--- src/verilog/xgmii_rx_pkg.sv ---
// shared XGMII and Ethernet constants, bus structs and state enums for the receive bridge
package xgmii_rx_pkg;

    // XGMII control character codes, valid only where the lane's control bit is set
    localparam logic [7:0] xgmii_idle = 8'h07;
    localparam logic [7:0] xgmii_start = 8'hFB;
    localparam logic [7:0] xgmii_end = 8'hFD;

    // preamble and start of frame delimiter as seen on the bus, lane 0 in the low byte
    // the low byte is replaced by the start character on the wire
    localparam logic [63:0] eth_preamble = 64'hD555555555555555;

    // bus geometry of the 64-bit XGMII variant
    localparam int lanes = 8;
    localparam int half_lanes = lanes / 2;
    localparam int data_w = lanes * 8;

    // one XGMII bus word, lane n sits in data[8n+7:8n] and ctrl[n]
    typedef struct packed {
        logic [data_w-1:0] data;
        logic [lanes-1:0]  ctrl;
    } xgmii_word_t;

    // upper half of a bus word, kept for one cycle so that a frame starting
    // on lane 4 can be rebuilt into full 8 byte beats
    typedef struct packed {
        logic [half_lanes*8-1:0] data;
        logic [half_lanes-1:0]   ctrl;
        logic [half_lanes-1:0]   keep;
    } xgmii_half_t;

    // one output beat in AXI4-Stream terms, valid is a single cycle strobe
    typedef struct packed {
        logic              valid;
        logic [data_w-1:0] data;
        logic              last;
        logic [lanes-1:0]  keep;
    } axis_beat_t;

    // each field pulses for exactly one cycle
    typedef struct packed {
        logic ready;
        logic preamble;
        logic xgmii;
    } rx_errors_t;

    // what an idle-state word looks like to the start detector
    typedef enum logic [1:0] {
        start_none,
        start_aligned,
        start_aligned_bad_preamble,
        start_shifted
    } start_kind_e;

    // receive FSM states
    typedef enum logic [1:0] {
        rx_idle,
        rx_shifted_preamble,
        rx_unshifted,
        rx_shifted
    } rx_state_e;

endpackage
--- src/verilog/xgmii_axis_rx.sv ---
// top level of the 64-bit XGMII receive to AXI4-Stream bridge, wires the pipeline blocks
`timescale 1ns/100ps

module xgmii_axis_rx (
    input  logic                      clk,
    input  logic                      rst,
    input  xgmii_rx_pkg::xgmii_word_t rx,
    input  logic                      ready,
    output xgmii_rx_pkg::axis_beat_t  beat,
    output xgmii_rx_pkg::rx_errors_t  errors
);

    xgmii_rx_pkg::xgmii_word_t word_d;
    logic [7:0]                keep_d;
    xgmii_rx_pkg::xgmii_half_t prev_half;
    logic                      next_end;
    xgmii_rx_pkg::start_kind_e start_kind;
    logic                      idle_error;
    logic                      shifted_preamble_ok;
    logic                      tolerate_end;

    // one cycle of delay plus mask encoding and the half-word buffer
    xgmii_lane_pipe lane_pipe0 (
        .clk       (clk),
        .rst       (rst),
        .rx        (rx),
        .word_d    (word_d),
        .keep_d    (keep_d),
        .prev_half (prev_half),
        .next_end  (next_end)
    );

    // purely combinational, feeds the FSM in the same cycle
    xgmii_start_detect start_detect0 (
        .word_d              (word_d),
        .prev_half           (prev_half),
        .tolerate_end        (tolerate_end),
        .start_kind          (start_kind),
        .idle_error          (idle_error),
        .shifted_preamble_ok (shifted_preamble_ok)
    );

    // tolerate_end loops back from the FSM into the idle check
    xgmii_rx_fsm rx_fsm0 (
        .clk                 (clk),
        .rst                 (rst),
        .word_d              (word_d),
        .keep_d              (keep_d),
        .prev_half           (prev_half),
        .next_end            (next_end),
        .start_kind          (start_kind),
        .idle_error          (idle_error),
        .shifted_preamble_ok (shifted_preamble_ok),
        .ready               (ready),
        .tolerate_end        (tolerate_end),
        .beat                (beat),
        .errors              (errors)
    );

endmodule

--- src/verilog/xgmii_rx_fsm.sv ---
// receive FSM that turns classified XGMII words into output beats and error pulses
`timescale 1ns/100ps

module xgmii_rx_fsm (
    input  logic                      clk,
    input  logic                      rst,
    input  xgmii_rx_pkg::xgmii_word_t word_d,
    input  logic [7:0]                keep_d,
    input  xgmii_rx_pkg::xgmii_half_t prev_half,
    input  logic                      next_end,
    input  xgmii_rx_pkg::start_kind_e start_kind,
    input  logic                      idle_error,
    input  logic                      shifted_preamble_ok,
    input  logic                      ready,
    output logic                      tolerate_end,
    output xgmii_rx_pkg::axis_beat_t  beat,
    output xgmii_rx_pkg::rx_errors_t  errors
);

    xgmii_rx_pkg::rx_state_e  state;
    xgmii_rx_pkg::rx_state_e  state_next;
    xgmii_rx_pkg::axis_beat_t beat_next;
    xgmii_rx_pkg::rx_errors_t errors_next;
    logic                     tolerate_next;

    always_comb begin
        state_next = state;
        beat_next.valid = 1'b0;
        beat_next.data = word_d.data;
        beat_next.last = 1'b0;
        beat_next.keep = 8'hFF;
        errors_next = '0;
        tolerate_next = 1'b0;

        case (state)
            xgmii_rx_pkg::rx_idle: begin
                errors_next.xgmii = idle_error;
                case (start_kind)
                    xgmii_rx_pkg::start_aligned: state_next = xgmii_rx_pkg::rx_unshifted;
                    xgmii_rx_pkg::start_aligned_bad_preamble: errors_next.preamble = 1'b1;
                    xgmii_rx_pkg::start_shifted: state_next = xgmii_rx_pkg::rx_shifted_preamble;
                    default: state_next = xgmii_rx_pkg::rx_idle;
                endcase
            end

            xgmii_rx_pkg::rx_shifted_preamble: begin
                // nothing to send yet, the second half of the preamble is in word_d
                if (shifted_preamble_ok) begin
                    state_next = xgmii_rx_pkg::rx_shifted;
                end else begin
                    state_next = xgmii_rx_pkg::rx_idle;
                    errors_next.preamble = 1'b1;
                end
            end

            xgmii_rx_pkg::rx_unshifted: begin
                if (keep_d == 8'h00) begin
                    // END right after the preamble, an empty frame has no valid
                    // preamble either so it is reported as such
                    state_next = xgmii_rx_pkg::rx_idle;
                    errors_next.preamble = 1'b1;
                end else begin
                    beat_next.valid = 1'b1;
                    errors_next.ready = !ready;
                    if (keep_d != 8'hFF) begin
                        beat_next.last = 1'b1;
                        beat_next.keep = keep_d;
                        state_next = xgmii_rx_pkg::rx_idle;
                    end else if (next_end) begin
                        // the next word only carries END on lane 0, finish now
                        // and let the idle check accept that character
                        beat_next.last = 1'b1;
                        tolerate_next = 1'b1;
                        state_next = xgmii_rx_pkg::rx_idle;
                    end
                    // a control character inside the kept lanes breaks the frame
                    if ((word_d.ctrl & keep_d) != 8'h00) begin
                        beat_next.last = 1'b1;
                        errors_next.xgmii = 1'b1;
                        state_next = xgmii_rx_pkg::rx_idle;
                    end
                end
            end

            xgmii_rx_pkg::rx_shifted: begin
                beat_next.valid = 1'b1;
                beat_next.data = {word_d.data[31:0], prev_half.data};
                errors_next.ready = !ready;
                // the two halves come from masks of different words, so the
                // end is searched for in order instead of joining the masks
                if (prev_half.keep != 4'hF) begin
                    beat_next.last = 1'b1;
                    beat_next.keep = {4'h0, prev_half.keep};
                    state_next = xgmii_rx_pkg::rx_idle;
                end else if (keep_d[3:0] != 4'hF) begin
                    beat_next.last = 1'b1;
                    beat_next.keep = {keep_d[3:0], 4'hF};
                    state_next = xgmii_rx_pkg::rx_idle;
                end else if (word_d.ctrl[4] &&
                             (word_d.data[39:32] == xgmii_rx_pkg::xgmii_end)) begin
                    // END opens the half that would start the next beat
                    // idle only looks at later words, so no tolerance is needed
                    beat_next.last = 1'b1;
                    state_next = xgmii_rx_pkg::rx_idle;
                end
                // lower half is only checked when the frame did not end in prev_half
                if (((prev_half.ctrl & prev_half.keep) != 4'h0) ||
                    ((prev_half.keep == 4'hF) && ((word_d.ctrl[3:0] & keep_d[3:0]) != 4'h0))) begin
                    beat_next.last = 1'b1;
                    errors_next.xgmii = 1'b1;
                    state_next = xgmii_rx_pkg::rx_idle;
                end
            end

            default: state_next = xgmii_rx_pkg::rx_idle;
        endcase
    end

    // beat payload is qualified by valid and needs no reset
    always_ff @(posedge clk) begin
        beat.data <= beat_next.data;
        beat.last <= beat_next.last;
        beat.keep <= beat_next.keep;
        if (rst) begin
            state <= xgmii_rx_pkg::rx_idle;
            tolerate_end <= 1'b0;
            beat.valid <= 1'b0;
            errors <= '0;
        end else begin
            state <= state_next;
            tolerate_end <= tolerate_next;
            beat.valid <= beat_next.valid;
            errors <= errors_next;
        end
    end

endmodule

--- src/verilog/xgmii_start_detect.sv ---
// combinational classifier of the delayed word for frame start, preamble and idle checks
`timescale 1ns/100ps

module xgmii_start_detect (
    input  xgmii_rx_pkg::xgmii_word_t   word_d,
    input  xgmii_rx_pkg::xgmii_half_t   prev_half,
    input  logic                        tolerate_end,
    output xgmii_rx_pkg::start_kind_e   start_kind,
    output logic                        idle_error,
    output logic                        shifted_preamble_ok
);

    logic start_lane0;
    logic start_lane4;
    logic aligned_preamble_ok;
    logic lower_all_idle;
    logic upper_all_idle;
    logic lane0_ok;

    // start character on the first lane of either half
    assign start_lane0 = word_d.ctrl[0] && (word_d.data[7:0] == xgmii_rx_pkg::xgmii_start);
    assign start_lane4 = word_d.ctrl[4] && (word_d.data[39:32] == xgmii_rx_pkg::xgmii_start);

    // an aligned start carries the whole preamble in lanes 1 to 7, all as data
    assign aligned_preamble_ok = (word_d.ctrl[7:1] == 7'b0) &&
                                 (word_d.data[63:8] == xgmii_rx_pkg::eth_preamble[63:8]);

    // a lane 4 start needs a clean lower half, the minimum IFG rules out
    // the tail of a previous frame there
    assign lower_all_idle = (word_d.ctrl[3:0] == 4'hF) &&
        (word_d.data[31:0] == {xgmii_rx_pkg::half_lanes{xgmii_rx_pkg::xgmii_idle}});

    // without a start every lane must be idle, lane 0 is judged on its own
    assign upper_all_idle = (word_d.ctrl == 8'hFF) &&
        (word_d.data[63:8] == {(xgmii_rx_pkg::lanes - 1){xgmii_rx_pkg::xgmii_idle}});

    // after a lookahead end the END character itself still sits on lane 0
    assign lane0_ok = (word_d.data[7:0] == xgmii_rx_pkg::xgmii_idle) ||
                      (tolerate_end && (word_d.data[7:0] == xgmii_rx_pkg::xgmii_end));

    always_comb begin
        start_kind = xgmii_rx_pkg::start_none;
        idle_error = 1'b0;
        if (start_lane0) begin
            // lane 0 wins, a second start on lane 4 would be a preamble fault anyway
            if (aligned_preamble_ok) begin
                start_kind = xgmii_rx_pkg::start_aligned;
            end else begin
                start_kind = xgmii_rx_pkg::start_aligned_bad_preamble;
            end
        end else if (start_lane4) begin
            start_kind = xgmii_rx_pkg::start_shifted;
            idle_error = !lower_all_idle;
        end else begin
            idle_error = !(upper_all_idle && lane0_ok);
        end
    end

    // shifted preamble is split over two words, three bytes after the start
    // in the buffered half and the delimiter end in the lower half of word_d
    assign shifted_preamble_ok =
        ({word_d.ctrl[3:0], prev_half.ctrl[3:1]} == 7'b0) &&
        ({word_d.data[31:0], prev_half.data[31:8]} == xgmii_rx_pkg::eth_preamble[63:8]);

endmodule

--- src/verilog/xgmii_lane_pipe.sv ---
// delays the XGMII word by one cycle, encodes its tkeep mask and keeps the previous upper half
`timescale 1ns/100ps

module xgmii_lane_pipe (
    input  logic                      clk,
    input  logic                      rst,
    input  xgmii_rx_pkg::xgmii_word_t rx,
    output xgmii_rx_pkg::xgmii_word_t word_d,
    output logic [7:0]                keep_d,
    output xgmii_rx_pkg::xgmii_half_t prev_half,
    output logic                      next_end
);

    logic [7:0] keep_live;

    // scan the live word from lane 0 upwards, the mask stays set until the
    // first END character and is clear from there on
    // working on the undelayed word lets the mask share the pipeline register
    always_comb begin
        logic run;
        run = 1'b1;
        for (int i = 0; i < xgmii_rx_pkg::lanes; i++) begin
            if (rx.ctrl[i] && (rx.data[i*8 +: 8] == xgmii_rx_pkg::xgmii_end)) begin
                run = 1'b0;
            end
            keep_live[i] = run;
        end
    end

    // word and mask move together so the FSM always sees a matching pair
    // both come out of reset as an idle word, which the idle checker accepts
    always_ff @(posedge clk) begin
        if (rst) begin
            word_d.data <= {xgmii_rx_pkg::lanes{xgmii_rx_pkg::xgmii_idle}};
            word_d.ctrl <= '1;
            keep_d <= '0;
        end else begin
            word_d <= rx;
            keep_d <= keep_live;
        end
    end

    // upper half of the delayed word, one more cycle late
    // a shifted beat is this half joined with the lower half of word_d
    always_ff @(posedge clk) begin
        if (rst) begin
            prev_half.data <= {xgmii_rx_pkg::half_lanes{xgmii_rx_pkg::xgmii_idle}};
            prev_half.ctrl <= '1;
            prev_half.keep <= '0;
        end else begin
            prev_half.data <= word_d.data[63:32];
            prev_half.ctrl <= word_d.ctrl[7:4];
            prev_half.keep <= keep_d[7:4];
        end
    end

    // lookahead for the FSM, the word after word_d opens with END
    // so the current aligned beat has to be the last one
    assign next_end = rx.ctrl[0] && (rx.data[7:0] == xgmii_rx_pkg::xgmii_end);

endmodule

--- config.mk ---
export PLATFORM = sky130hd
export DESIGN_NAME = xgmii_axis_rx
export DESIGN_NICKNAME = d
export VERILOG_FILES = /design/src/verilog/xgmii_rx_pkg.sv /design/src/verilog/xgmii_axis_rx.sv /design/src/verilog/xgmii_rx_fsm.sv /design/src/verilog/xgmii_start_detect.sv /design/src/verilog/xgmii_lane_pipe.sv
export SDC_FILE = /design/constraint.sdc
export NUM_CORES = 1
export LEC_CHECK = 0
export BUFFER_PORTS_ARGS = -buffer_cell sky130_fd_sc_hd__buf_2
export CORE_AREA = 2 2 114 116
export CTS_BUF_LIST = sky130_fd_sc_hd__clkbuf_8
export DETAILED_ROUTE_END_ITERATION = 8
export DIE_AREA = 0 0 116 118
export MAX_ROUTING_LAYER = met4
export PLACE_DENSITY = 0.75
export SKIP_CTS_REPAIR_TIMING = 1
export SYNTH_ARGS = -nofsm -noshare
export SYNTH_HDL_FRONTEND = slang
export SYNTH_SLANG_ARGS = --single-unit
--- constraint.sdc ---
create_clock -name clk -period 2.2 [get_ports clk]
set_clock_uncertainty 0.2 [all_clocks]
set_input_delay 0.22 -clock clk [delete_from_list [all_inputs] [get_ports clk]]
set_output_delay 0.22 -clock clk [all_outputs]
set_load 0.02 [all_outputs]
==> flow_summary.toml <==
[synth]
syn_inst = 570
synth_fp_nets = 645
synth_cell_type_count = 47
yosysWarnings = 0
syn-cell-area_sq_um = 6680
ys_async_sr_fraction = 0
synth-seq-cells = 200
synth-edff-count = 0
synth_top_area_share = 0.600
yosys_most_used_dff = "dfxtp_1"
synthTopCellsByArea = "dfxtp_1, mux2_2, nor2b_1"
synth_top_cell_by_area = "dfxtp_1"
syn_area_per_cell_sq_um = 11.7
yosysSeqAreaShare = 0.600

[critical_path]
worst_ep_arrival_time_ns = 2.28
crit_type = "reg -> reg"
ff2ff_setup_slack_ns = 0.12
cp_top_family = "simple AND/OR/NAND/NOR gates"
cpPeakStageDelay_ns = 0.41
cp_cell_sequence = "nor4bb_1, buf_4, nand4_1, nor4_4, nand3_1, o221ai_2"
r2r_end = "rx_fsm0.state[1]"
path_buf_inv = 1
end_kind = "flip-flop"
critical_path.startpoint = "lane_pipe0.word_d[34]"
crit_cells = 6
timing.rr.start = "lane_pipe0.word_d[34]"
worst-r2r-cell-count = 6
path_max_fanout = 5
worst_path_max_delay_cell = "nor4_4"
required_ns = 2.40
crit_end = "rx_fsm0.state[1]"
critPathLaunchType = "flip-flop"

[final_layout]
final_common_cell = "dfxtp_1"
diodes = 0
fin_nets = 887
seqCellArea_sq_um = 4000
area_growth_pct = 32.7
fill_cells = 913
final_layout_size_suffix_gt1_frac = 0.389
final_cell_mix = "dfxtp_1, buf_2, dlygate4sd3_1, nor2b_1, mux2_2"
multi_input_area_sq_um = 2570
fin_cells = 997

[detailed_routing]
num_vias = 5086
drt_wl_total_mm = 17.8
drcViolationCount = 0
firstDrtPassIters = 4
wl_per_cell_microns = 17.9
ant_nets = 0
drt_iter0_drc = 278
viasPerCell = 5.10

[worst_hold_path]
holdCritPathClass = "reg -> reg"

[timing]
relSlewSlack = 0.635
fin_crit_sh = 0.948
finalSetupViolCount = 0
hold_ws_ns = 0.262
fin_tns_setup_ns = 0
tightest_slew_ns = 0.542
slew_violations = 0
final.min_clock_period_ns = 2.08
hold_viol_final = 0
fmax_ghz = 0.480

[grt]
grt_pass1_vias = 4629
grt_max_degree = 68
overflow = 0
gr-usage-all-layers = 0.245
antenna_found_initial = 0
grt_pass1_wl_mm = 24.5

[clock_network]
cts_buffers = 17
cts_sinks = 200
cts_root_buf = "clkbuf_8"
cts_tree = "built"
htreeDepth = 4
insertion_delay_ns = 0.47
cts.reportedPaths.clkPinSlew_ns = 0.10
clock_path_buffers = 2

[floorplanning]
dieArea_sq_um = 13700
ios = 152
die_h_microns = 118
die_x_microns = 116
num_rows = 41
fp.coreArea_sq_um = 12400
start_util = 0.538

[power]
power.density_nw_per_um2 = 759
p_leak_nw = 3.73
vdd_ir_drop_max_mv = 0.420
p_total_w = 0.00673

[flow_run]
maxCapViolCount = 0

[placement]
gp_congestion = 0.864
dp.final_hpwl_mm = 12.1
portBuffers = 151
dp_cells = 886

[outcome]
status = "completed"
-- cells in the mapped netlist (all sizes together), types with 11 or more instances --
cell type	count
nor3	11
nor4	15
or2	51
nor2	15
nand4	15
clkbuf	14
nor2b	70
nor4bb	11
mux2	64
dfxtp	200
nand2	26
-- flip-flops by register name (all words and copies together) (netlist names) --
signal / flops
lane_pipe0.prev_half: 40
rx_fsm0.tolerate_end: 1
lane_pipe0.keep_d: 8
rx_fsm0.errors: 3
lane_pipe0.word_d: 72
rx_fsm0.state: 2
rx_fsm0.beat: 74
-- stage by stage --
stage | utilization | setup WS (ns) | area (sq um)
after floorplan | - | 0.385 | 6680
after global placement | 0.620 | 0.153 | 7690
after detailed placement | 0.620 | 0.134 | 7690
after CTS | 0.650 | 0.110 | 8070
after global routing | 0.714 | -0.00572 | 8860
final | 0.714 | 0.115 | 8860
-- report_power, final --
part / total, W / switching (W) / internal [W]
clock: 0.00219 / 0.00126 / 0.000933
sequential: 0.00392 / 0.000126 / 0.00379
combinational: 0.000617 / 0.000283 / 0.000334
total: 0.00673 / 0.00167 / 0.00506
-- metal layers --
metal / vias to the layer above / track usage / wire length (microns)
met3: 31 / 0.0566 / 943
li1: 2482 / - / -
met5: - / - / 0
met2: 179 / 0.372 / 8900
met4: 0 / 0.0833 / 367
met1: 2394 / 0.322 / 7630
-- worst min path at each step --
| stage | from | endpoint | slack (ns) | cells after the start |
|---|---|---|---|---|
| 3_3_place_gp | ready | rx_fsm0.errors[2] | 0.19 | 2 |
| 2_1_floorplan | ready | rx_fsm0.errors[2] | 0.1 | 1 |
| 6_report | lane_pipe0.prev_half[9] | rx_fsm0.beat[10] | 0.26 | 1 |
| 3_5_place_dp | ready | rx_fsm0.errors[2] | 0.19 | 2 |
| 5_1_grt | rx[18] | lane_pipe0.word_d[18] | 0.27 | 3 |
| 4_1_cts | ready | rx_fsm0.errors[2] | -0.31 | 2 |
-- final cells by class --
| type | count | share of cell area |
|---|---|---|
| Multi-Input combinational cell | 346 | 0.290 |
| Clock inverter | 14 | 0.0143 |
| Sequential cell | 200 | 0.452 |
| Tap cell | 172 | 0.0243 |
| Inverter | 2 | 0.000847 |
| Clock buffer | 18 | 0.0280 |
| Timing Repair Buffer | 245 | 0.190 |
-- cells by family (layout without fill, tap and decap cells) --
group	after synthesis	count (layout)	share of synthesized area
and+or+nand+nor	252	252	0.237
DFF	200	200	0.600
muxes	64	64	0.108
AOI/OAI and AO/OA	30	30	0.0399
buffers and inverters	24	279	0.0154
Power figures use the tool's default switching activity.
